**config.mk**
```make
export PLATFORM = sky130hd
export DESIGN_NAME = spdif_rx_top
export DESIGN_NICKNAME = d
export VERILOG_FILES = /design/src/hdl/spdif_pkg.sv /design/src/hdl/spdif_rx_top.sv /design/src/hdl/channel_status_tracker.sv /design/src/hdl/subframe_assembler.sv /design/src/hdl/biphase_decoder.sv /design/src/hdl/spdif_dai.sv
export VERILOG_INCLUDE_DIRS = /design/src /design/src/include
export SDC_FILE = /design/constraint.sdc
export NUM_CORES = 1
export LEC_CHECK = 0
export BUFFER_PORTS_ARGS = -buffer_cell sky130_fd_sc_hd__buf_2
export CAP_MARGIN = 25
export CORE_ASPECT_RATIO = 0.75
export CORE_MARGIN = 5
export CORE_UTILIZATION = 62
export CTS_CLUSTER_SIZE = 28
export DETAILED_ROUTE_END_ITERATION = 10
export PLACE_DENSITY = 0.84
export SKIP_LAST_GASP = 1
export SYNTH_ARGS = -nofsm -noshare
export SYNTH_HDL_FRONTEND = slang
export SYNTH_SLANG_ARGS = --single-unit
```
**constraint.sdc**
```tcl
create_clock -name clk -period 4.29 [get_ports clk]
set_input_delay 0.429 -clock clk [delete_from_list [all_inputs] [get_ports clk]]
set_output_delay 0.429 -clock clk [all_outputs]
set_load 0.02 [all_outputs]
```
**src/include/spdif_params.svh**
```systemverilog
`ifndef SPDIF_PARAMS_SVH
`define SPDIF_PARAMS_SVH

// clocks per biphase bit cell, kept a multiple of 4 so the half-cell has a clean midpoint
`define SPDIF_CLK_PER_BIT 8

`define SPDIF_CLK_PER_HALF (`SPDIF_CLK_PER_BIT / 2)

`define SPDIF_PREAMBLE_HALVES 8

// aux, audio, V, U, C and P slots that follow the preamble
`define SPDIF_PAYLOAD_BITS 28

`define SPDIF_BLOCK_FRAMES 192

`define SPDIF_CS_BITS 32

`endif
```
**src/hdl/spdif_pkg.sv**
```systemverilog
`default_nettype none

package spdif_pkg;

    // B opens a block on the left channel, M is left and W is right
    typedef enum logic [1:0] {
        pre_none,
        pre_b,
        pre_m,
        pre_w
    } preamble_e;

    typedef struct packed {
        logic level;
        logic first;  // first data half-cell after a preamble
    } half_cell_t;

    typedef struct packed {
        logic [19:0] audio;
        logic [3:0]  aux;
    } sample_split_t;

    // slots 4..27 read as one 24-bit word or as a 20-bit word over aux data
    typedef union packed {
        logic [23:0]   raw;
        sample_split_t split;
    } sample_u;

    typedef struct packed {
        logic    channel_b;    // set for the right channel
        logic    block_start;
        sample_u sample;
        logic    validity;
        logic    user;
        logic    cs;
        logic    parity_ok;
    } subframe_t;

endpackage

`default_nettype wire

```
**src/hdl/spdif_rx_top.sv**
```systemverilog
`timescale 1ns/1ps
`default_nettype none

`include "spdif_params.svh"

module spdif_rx_top (
    input  logic                      clk,
    input  logic                      rst,
    input  logic                      signal,
    output logic                      locked,
    output logic                      sf_valid,
    output spdif_pkg::subframe_t      sf,
    output logic                      cs_valid,
    output logic [`SPDIF_CS_BITS-1:0] cs_word,
    output logic                      coding_error
);
    import spdif_pkg::*;

    logic       hc_valid;
    half_cell_t hc;
    logic       pre_valid;
    preamble_e  pre_kind;
    logic       bit_valid;
    logic       bit_value;

    spdif_dai i_dai (
        .clk       (clk),
        .rst       (rst),
        .signal    (signal),
        .locked    (locked),
        .pre_valid (pre_valid),
        .pre_kind  (pre_kind),
        .hc_valid  (hc_valid),
        .hc        (hc)
    );

    biphase_decoder i_bmc (
        .clk          (clk),
        .rst          (rst),
        .hc_valid     (hc_valid),
        .hc           (hc),
        .bit_valid    (bit_valid),
        .bit_value    (bit_value),
        .coding_error (coding_error)
    );

    subframe_assembler i_asm (
        .clk       (clk),
        .rst       (rst),
        .pre_valid (pre_valid),
        .pre_kind  (pre_kind),
        .bit_valid (bit_valid),
        .bit_value (bit_value),
        .sf_valid  (sf_valid),
        .sf        (sf)
    );

    channel_status_tracker i_cst (
        .clk      (clk),
        .rst      (rst),
        .sf_valid (sf_valid),
        .sf       (sf),
        .cs_valid (cs_valid),
        .cs_word  (cs_word)
    );

endmodule

`default_nettype wire

```
**src/hdl/channel_status_tracker.sv**
```systemverilog
`timescale 1ns/1ps
`default_nettype none

`include "spdif_params.svh"

module channel_status_tracker (
    input  logic                     clk,
    input  logic                     rst,
    input  logic                     sf_valid,
    input  spdif_pkg::subframe_t     sf,
    output logic                     cs_valid,
    output logic [`SPDIF_CS_BITS-1:0] cs_word
);

    localparam int FRAMES = `SPDIF_BLOCK_FRAMES;
    localparam int IDX_W = $clog2(FRAMES);
    localparam int CSB = `SPDIF_CS_BITS;
    localparam logic [IDX_W-1:0] LAST_FRAME = IDX_W'(FRAMES - 1);

    logic             in_block;
    logic [IDX_W-1:0] frame_idx;  // index the next left subframe will take
    logic [IDX_W-1:0] cur_idx;
    logic [CSB-1:0]   cs_shift;
    logic             count;

    assign cur_idx = sf.block_start ? '0 : frame_idx;

    // right subframes carry their own copy of the C bits and are skipped
    assign count = sf_valid && !sf.channel_b && (in_block || sf.block_start);

    always_ff @(posedge clk) begin
        if (rst) begin
            in_block  <= 1'b0;
            frame_idx <= '0;
            cs_valid  <= 1'b0;
        end else begin
            cs_valid <= count && (cur_idx == LAST_FRAME);
            if (count) begin
                frame_idx <= cur_idx + 1'b1;
                in_block  <= cur_idx != LAST_FRAME;
            end
        end
    end

    always_ff @(posedge clk) begin
        if (count && cur_idx < IDX_W'(CSB)) begin
            cs_shift <= {sf.cs, cs_shift[CSB-1:1]};  // bit 0 of the word comes from frame 0
        end
        if (count && cur_idx == LAST_FRAME) begin
            cs_word <= cs_shift;
        end
    end

endmodule

`default_nettype wire

```
**src/hdl/subframe_assembler.sv**
```systemverilog
`timescale 1ns/1ps
`default_nettype none

`include "spdif_params.svh"

module subframe_assembler (
    input  logic                 clk,
    input  logic                 rst,
    input  logic                 pre_valid,
    input  spdif_pkg::preamble_e pre_kind,
    input  logic                 bit_valid,
    input  logic                 bit_value,
    output logic                 sf_valid,
    output spdif_pkg::subframe_t sf
);
    import spdif_pkg::*;

    localparam int NBITS = `SPDIF_PAYLOAD_BITS;
    localparam int CNT_W = $clog2(NBITS);
    localparam logic [CNT_W-1:0] LAST_BIT = CNT_W'(NBITS - 1);

    preamble_e        kind;
    logic             active;
    logic [CNT_W-1:0] bit_cnt;
    logic             parity;
    logic [NBITS-1:0] shift;
    logic [NBITS-1:0] shift_next;
    logic             take;
    logic             emit;

    // slot 4 arrives first and settles in bit 0
    assign shift_next = {bit_value, shift[NBITS-1:1]};

    assign take = bit_valid && active && !pre_valid;
    assign emit = take && (bit_cnt == LAST_BIT);

    always_ff @(posedge clk) begin
        if (rst) begin
            kind     <= pre_none;
            active   <= 1'b0;
            bit_cnt  <= '0;
            parity   <= 1'b0;
            sf_valid <= 1'b0;
        end else begin
            sf_valid <= emit;
            if (pre_valid) begin
                kind    <= pre_kind;   // any partial subframe is dropped here
                active  <= pre_kind != pre_none;
                bit_cnt <= '0;
                parity  <= 1'b0;
            end else if (take) begin
                parity <= parity ^ bit_value;
                if (emit) begin
                    active  <= 1'b0;
                    bit_cnt <= '0;
                end else begin
                    bit_cnt <= bit_cnt + 1'b1;
                end
            end
        end
    end

    always_ff @(posedge clk) begin
        if (take) begin
            shift <= shift_next;
        end
        if (emit) begin
            sf.channel_b   <= kind == pre_w;
            sf.block_start <= kind == pre_b;
            sf.sample.raw  <= shift_next[23:0];
            sf.validity    <= shift_next[24];
            sf.user        <= shift_next[25];
            sf.cs          <= shift_next[26];
            sf.parity_ok   <= ~(parity ^ bit_value);  // even parity over slots 4..31
        end
    end

endmodule

`default_nettype wire

```
**src/hdl/biphase_decoder.sv**
```systemverilog
`timescale 1ns/1ps
`default_nettype none

module biphase_decoder (
    input  logic                  clk,
    input  logic                  rst,
    input  logic                  hc_valid,
    input  spdif_pkg::half_cell_t hc,
    output logic                  bit_valid,
    output logic                  bit_value,
    output logic                  coding_error
);

    logic have_first;    // first half of the current cell is held
    logic first_lvl;
    logic last_lvl;      // second half of the previous cell
    logic boundary_err;

    always_ff @(posedge clk) begin
        if (rst) begin
            have_first   <= 1'b0;
            boundary_err <= 1'b0;
            bit_valid    <= 1'b0;
            coding_error <= 1'b0;
        end else begin
            bit_valid    <= 1'b0;
            coding_error <= 1'b0;
            if (hc_valid) begin
                if (hc.first || !have_first) begin
                    have_first   <= 1'b1;
                    first_lvl    <= hc.level;
                    // every cell has to open with a transition
                    boundary_err <= !hc.first && (hc.level == last_lvl);
                end else begin
                    have_first <= 1'b0;
                    last_lvl   <= hc.level;
                    if (boundary_err) begin
                        coding_error <= 1'b1;
                    end else begin
                        bit_valid <= 1'b1;
                        bit_value <= first_lvl ^ hc.level;  // a mid-cell transition is a 1
                    end
                end
            end
        end
    end

endmodule

`default_nettype wire

```
**src/hdl/spdif_dai.sv**
```systemverilog
`timescale 1ns/1ps
`default_nettype none

`include "spdif_params.svh"

module spdif_dai (
    input  logic                  clk,
    input  logic                  rst,
    input  logic                  signal,
    output logic                  locked,
    output logic                  pre_valid,
    output spdif_pkg::preamble_e  pre_kind,
    output logic                  hc_valid,
    output spdif_pkg::half_cell_t hc
);
    import spdif_pkg::*;

    localparam int HALF = `SPDIF_CLK_PER_HALF;
    localparam int PHASE_W = (HALF > 1) ? $clog2(HALF) : 1;
    localparam int RUN_MAX = 3 * HALF;
    localparam int RUN_W = $clog2(RUN_MAX + 1);
    localparam logic [PHASE_W-1:0] MID = PHASE_W'(HALF / 2);
    localparam logic [PHASE_W-1:0] PHASE_END = PHASE_W'(HALF - 1);
    localparam logic [5:0] FIRST_DATA = 6'(`SPDIF_PREAMBLE_HALVES);
    localparam logic [5:0] LAST_PRE = 6'(`SPDIF_PREAMBLE_HALVES - 1);

    typedef enum logic [1:0] {
        st_find,
        st_read,
        st_lock
    } state_e;

    function automatic preamble_e classify(input logic [7:0] pat);
        logic [7:0] p;
        p = pat[7] ? pat : ~pat;  // fold the inverted patterns onto a leading 1
        case (p)
            8'b1110_1000: classify = pre_b;
            8'b1110_0010: classify = pre_m;
            8'b1110_0100: classify = pre_w;
            default:      classify = pre_none;
        endcase
    endfunction

    state_e             state;
    logic               sig_d;
    logic [RUN_W-1:0]   run_cnt;
    logic [RUN_W-1:0]   run_pos;
    logic [PHASE_W-1:0] phase;
    logic [5:0]         half_idx;   // wraps after the 64 half-cells of a subframe
    logic [6:0]         pre_sr;
    logic [7:0]         pattern;
    preamble_e          kind;
    logic               mid;
    logic               violation;

    // clock position inside the current run of equal levels, saturating
    assign run_pos = (signal != sig_d) ? '0 :
                     (run_cnt == RUN_W'(RUN_MAX)) ? run_cnt : run_cnt + 1'b1;

    // last clock of a third half-cell without a transition
    assign violation = run_pos == RUN_W'(RUN_MAX - 1);

    assign mid = phase == MID;
    assign pattern = {pre_sr, signal};
    assign kind = classify(pattern);

    always_ff @(posedge clk) begin
        if (rst) begin
            state     <= st_find;
            sig_d     <= 1'b0;
            run_cnt   <= '0;
            phase     <= '0;
            half_idx  <= '0;
            locked    <= 1'b0;
            pre_valid <= 1'b0;
            hc_valid  <= 1'b0;
        end else begin
            sig_d     <= signal;
            run_cnt   <= run_pos;
            pre_valid <= 1'b0;
            hc_valid  <= 1'b0;

            if (phase == PHASE_END) begin
                phase    <= '0;
                half_idx <= half_idx + 1'b1;
            end else begin
                phase <= phase + 1'b1;
            end

            case (state)
                st_find: begin
                    if (violation) begin
                        phase    <= '0;  // the fourth preamble half-cell starts next clock
                        half_idx <= 6'd3;
                        pre_sr   <= {4'b0000, {3{signal}}};
                        state    <= st_read;
                    end
                end
                st_read, st_lock: begin
                    if (mid && half_idx < LAST_PRE) begin
                        pre_sr <= pattern[6:0];
                    end
                    if (mid && half_idx == LAST_PRE) begin
                        if (kind != pre_none) begin
                            pre_valid <= 1'b1;
                            pre_kind  <= kind;
                            locked    <= state == st_lock;  // second preamble in a row
                            state     <= st_lock;
                        end else begin
                            locked <= 1'b0;
                            state  <= st_find;
                        end
                    end
                    if (mid && locked && half_idx >= FIRST_DATA) begin
                        hc_valid <= 1'b1;
                        hc.level <= signal;
                        hc.first <= half_idx == FIRST_DATA;
                    end
                end
                default: state <= st_find;
            endcase
        end
    end

endmodule

`default_nettype wire

```
==> results.md <==
* Status: complete, no violations
* Min-delay worst type: primary input to flop
* Number of global-route vias before repair at 3,472
* Crit-path max FO at 7
* Switching power of the nets at around 0.73 mW
* # nets final at slightly below 500
* Hold Buf Count CTS at 0
* CP max stage delay at about 0.9 ns
* WL per Instance at around 19 um
* Commonest non-fill, non-tap cell in the layout: edfxtp_1
* WP data required at 4.34 ns
* Post-cts resize count at 0
* Flops & latches, synth at around 180
* Number of diodes at 0
* Remaining Overflow, GRT at 0
* DP Wirelength at 6.766 mm
* Final Hold Vio Count at 0
* Cell-internal power at between 2 and 3 mW
* Clock Sinks at 177
* Peak Freq at around 0.34 GHz
* Ys async rst share at 0%
* Initial DRC Count at 288
* Die Height at 97.09 um
* # DRC at 0
* Fin crit share at 68.23%
* CTS clk-pin slew, worst paths at about 0.070 ns
* All-Layer GR Usage at 19.75%
* Final slew viol count at 0
* Clk Tree Root Cell: clkbuf_16
* Crit path cell chain: inv_1 -> ha_1 -> nand3b_1 -> a2111oi_4 -> nor2_2 -> a2111oi_2
* Largest net degree at the start of global routing at 36
* Die ar. at approximately 12,000 sq um
* TritonCTS clock tree: done
* Post-CTS Setup Bufs at 0
* Crit. End Element: flop
* Clock power frac at approximately 45%
* Synth warn at 0
* IO Count at just under 70
* Area Overhead vs Synth at 17.52%
* Most frequent cells in the layout: 135 x edfxtp_1, 68 x buf_2, 42 x dfxtp_1
* Layout cells sized above 1 at 23.09%
* Total negative slack at 0 ns
* Slew @ Worst Pin at approximately 0.96 ns
* Post-synth top area cell: edfxtp_1
* Library cells used by synthesis at 45
* Crit-path slowest cell: a2111oi_2
* Routability cong. at 0.8944
* Vias post-DR at around 3,600
* Arrival @ worst endpoint at 2.97 ns
* Post-synth top area share at around 65%
* Syn_nets at between 400 and 500
* Via density at ~5.8
* Starting Density at between 60% and 70%
* Peak supply drop at 0.0003405 V
* Post-synth top flop: edfxtp_1
* Switch share at 21.45%
* Filler instances at between 500 and 600
* DRT antenna net count at 0
* Latest clock arrival within the worst-skew pair at approximately 0.43 ns
* PwrDens at approximately 460 nW/um^2
* Final setup fails at 0
* Global-route wire length before repair at 18.65 mm
* RSZ-0062 raised after global routing: false
* H-tree lvl count at 4
* Element type at the critical path start: flop
* Inserted Clock Buffers at 17
* Part of the power in combinational logic at less than 1%
* Sequential share of power at a little over half
* Syn Area/Cell at ~16 sq um
* Clock Path Buffers at 2
* Routed WL at ~12 mm
* Layout Utilization at 75.38%
* Synth Instances at 389
* Fin crit period at 2.927 ns
* Row cnt at 31
* Post-synthesis sequential area ratio at about four fifths
* Worst Skew at about 0.014 ns
* Max Cap Viol at 0
* Antenna violations before repair at 1
* DRT Pass-1 Iters at 5
* Buffers added on ports at 68
* Die X at approximately 130 um
* Ranking of synthesized cells by area: edfxtp_1 65%, dfxtp_1 13%, ha_1 2.2%
* Rel. slew slack at 36.09%
* Critical path type: flop to flop
* Total power draw at 3.393 mW
* Core area at around 9800 sq um
* Number of synthesized flops with an enable pin at 135
* Mapped cell area at between 6000 and 7000 sq um
* P_leak at between 2 and 3 nW
-- cell families after synthesis --
family                   synth area share, %
flip-flops                             78.07
AND/OR/NAND/NOR                        10.62
AO/OA/AOI/OAI                          4.630
XOR/XNOR                               2.654
buffers and inverters                  1.197
adder cells (fa/ha/maj)                2.195
multiplexers                          0.6386
-- worst paths after layout --
kind                                    start  slack, ns  cells after the start                    endpoint
hold / removal                         signal       0.29                      1       i_dai.hc[1]$_DFFE_PP_
setup / recovery  i_dai.run_cnt[0]$_SDFF_PP0_       1.36                      6   i_dai.pre_sr[2]$_DFFE_PP_
hold reg to reg   i_cst.cs_shift[0]$_DFFE_PP_       0.42                      0  i_cst.cs_word[0]$_DFFE_PP_
setup reg to reg  i_dai.run_cnt[0]$_SDFF_PP0_       1.36                      6   i_dai.pre_sr[2]$_DFFE_PP_
-- power groups by stage --
stage | Combinational [mW] | Clock [mW] | Sequential, mW
6_report | 0.0303 | 1.53 | 1.83
5_1_grt | 0.0346 | 1.64 | 1.83
4_1_cts | 0.0302 | 1.55 | 1.83
3_5_place_dp | 0.0297 | 0 | 1.87
3_3_place_gp | 0.0279 | 0 | 1.87
2_1_floorplan | 0.0227 | 0 | 1.86
-- layer usage --
layer / wire (um) / vias up / track usage [%]
li1: - / 1610 / -
met1: 4689 / 1736 / 25.75
met4: 252 / 2 / 7.667
met3: 978 / 30 / 5.604
met5: 13 / - / 0
met2: 5683 / 181 / 31.67
-- final cells by class --
class	count	area [sq um]	share of cell area, %
Multi-Input combinational cell	193	1303	17.68
Clock inverter	15	168.9	2.292
Sequential cell	177	4895	66.43
Clock buffer	17	425.4	5.773
Inverter	11	41.29	0.5604
Tap cell	132	165.2	2.241
Timing Repair Buffer	72	370.4	5.026
-- Yosys cell counts, drive strengths merged, types with 2 or more instances --
cell type and instances:
nor2 30, xor2 13, a21oi 11, dfxtp 42, nor4b 2, a31oi 3, mux2i 4, nand3 8
inv 11, nand3b 5, o21ai 5, nand2 23, nor4 3, a21o 4, nor3b 2, nor4bb 2
a32o 2, nand4 6, edfxtp 135, nor2b 8, nor3 10, clkbuf 5, and2 7, buf 3
and4b 2, xnor2 6, nand2b 8, a211oi 2, a21boi 2, ha 11, a2111oi 4
-- metrics by stage --
| step | hold WS [ns] | cells | area [sq um] | setup WS [ns] |
|---|---|---|---|---|
| 2_1_floorplan | 0.4003 | 389 | 6270 | 1.629 |
| 3_3_place_gp | 0.4010 | 585 | 6774 | 1.639 |
| 3_5_place_dp | 0.4054 | 585 | 6774 | 1.432 |
| 4_1_cts | 0.2781 | 617 | 7368 | 1.386 |
| 5_1_grt | 0.2997 | 617 | 7368 | 1.219 |
| 6_report | 0.2906 | 617 | 7368 | 1.363 |
-- registers in the layout, indices dropped and copies added, names as in the netlist, 4 cells and up --
register         flops
i_asm.bit_cnt        5
i_dai.pre_sr         7
i_dai.run_cnt        4
i_cst.frame_idx      8
i_cst.cs_shift      32
i_dai.half_idx       6
i_cst.cs_word       32
i_asm.shift         27
i_asm.sf            30
-- worst max-delay path: cells and delay by family (launching register included) --
| family | cells | cell delay, ns |
|---|---|---|
| AO/OA/AOI/OAI | 2 | 1.45 |
| buffers and inverters | 1 | 0.10 |
| AND/OR/NAND/NOR | 2 | 0.28 |
| adder cells (fa/ha/maj) | 1 | 0.25 |
| flip-flops | 1 | 0.47 |
Note: power is estimated with default switching activity, not from simulation.
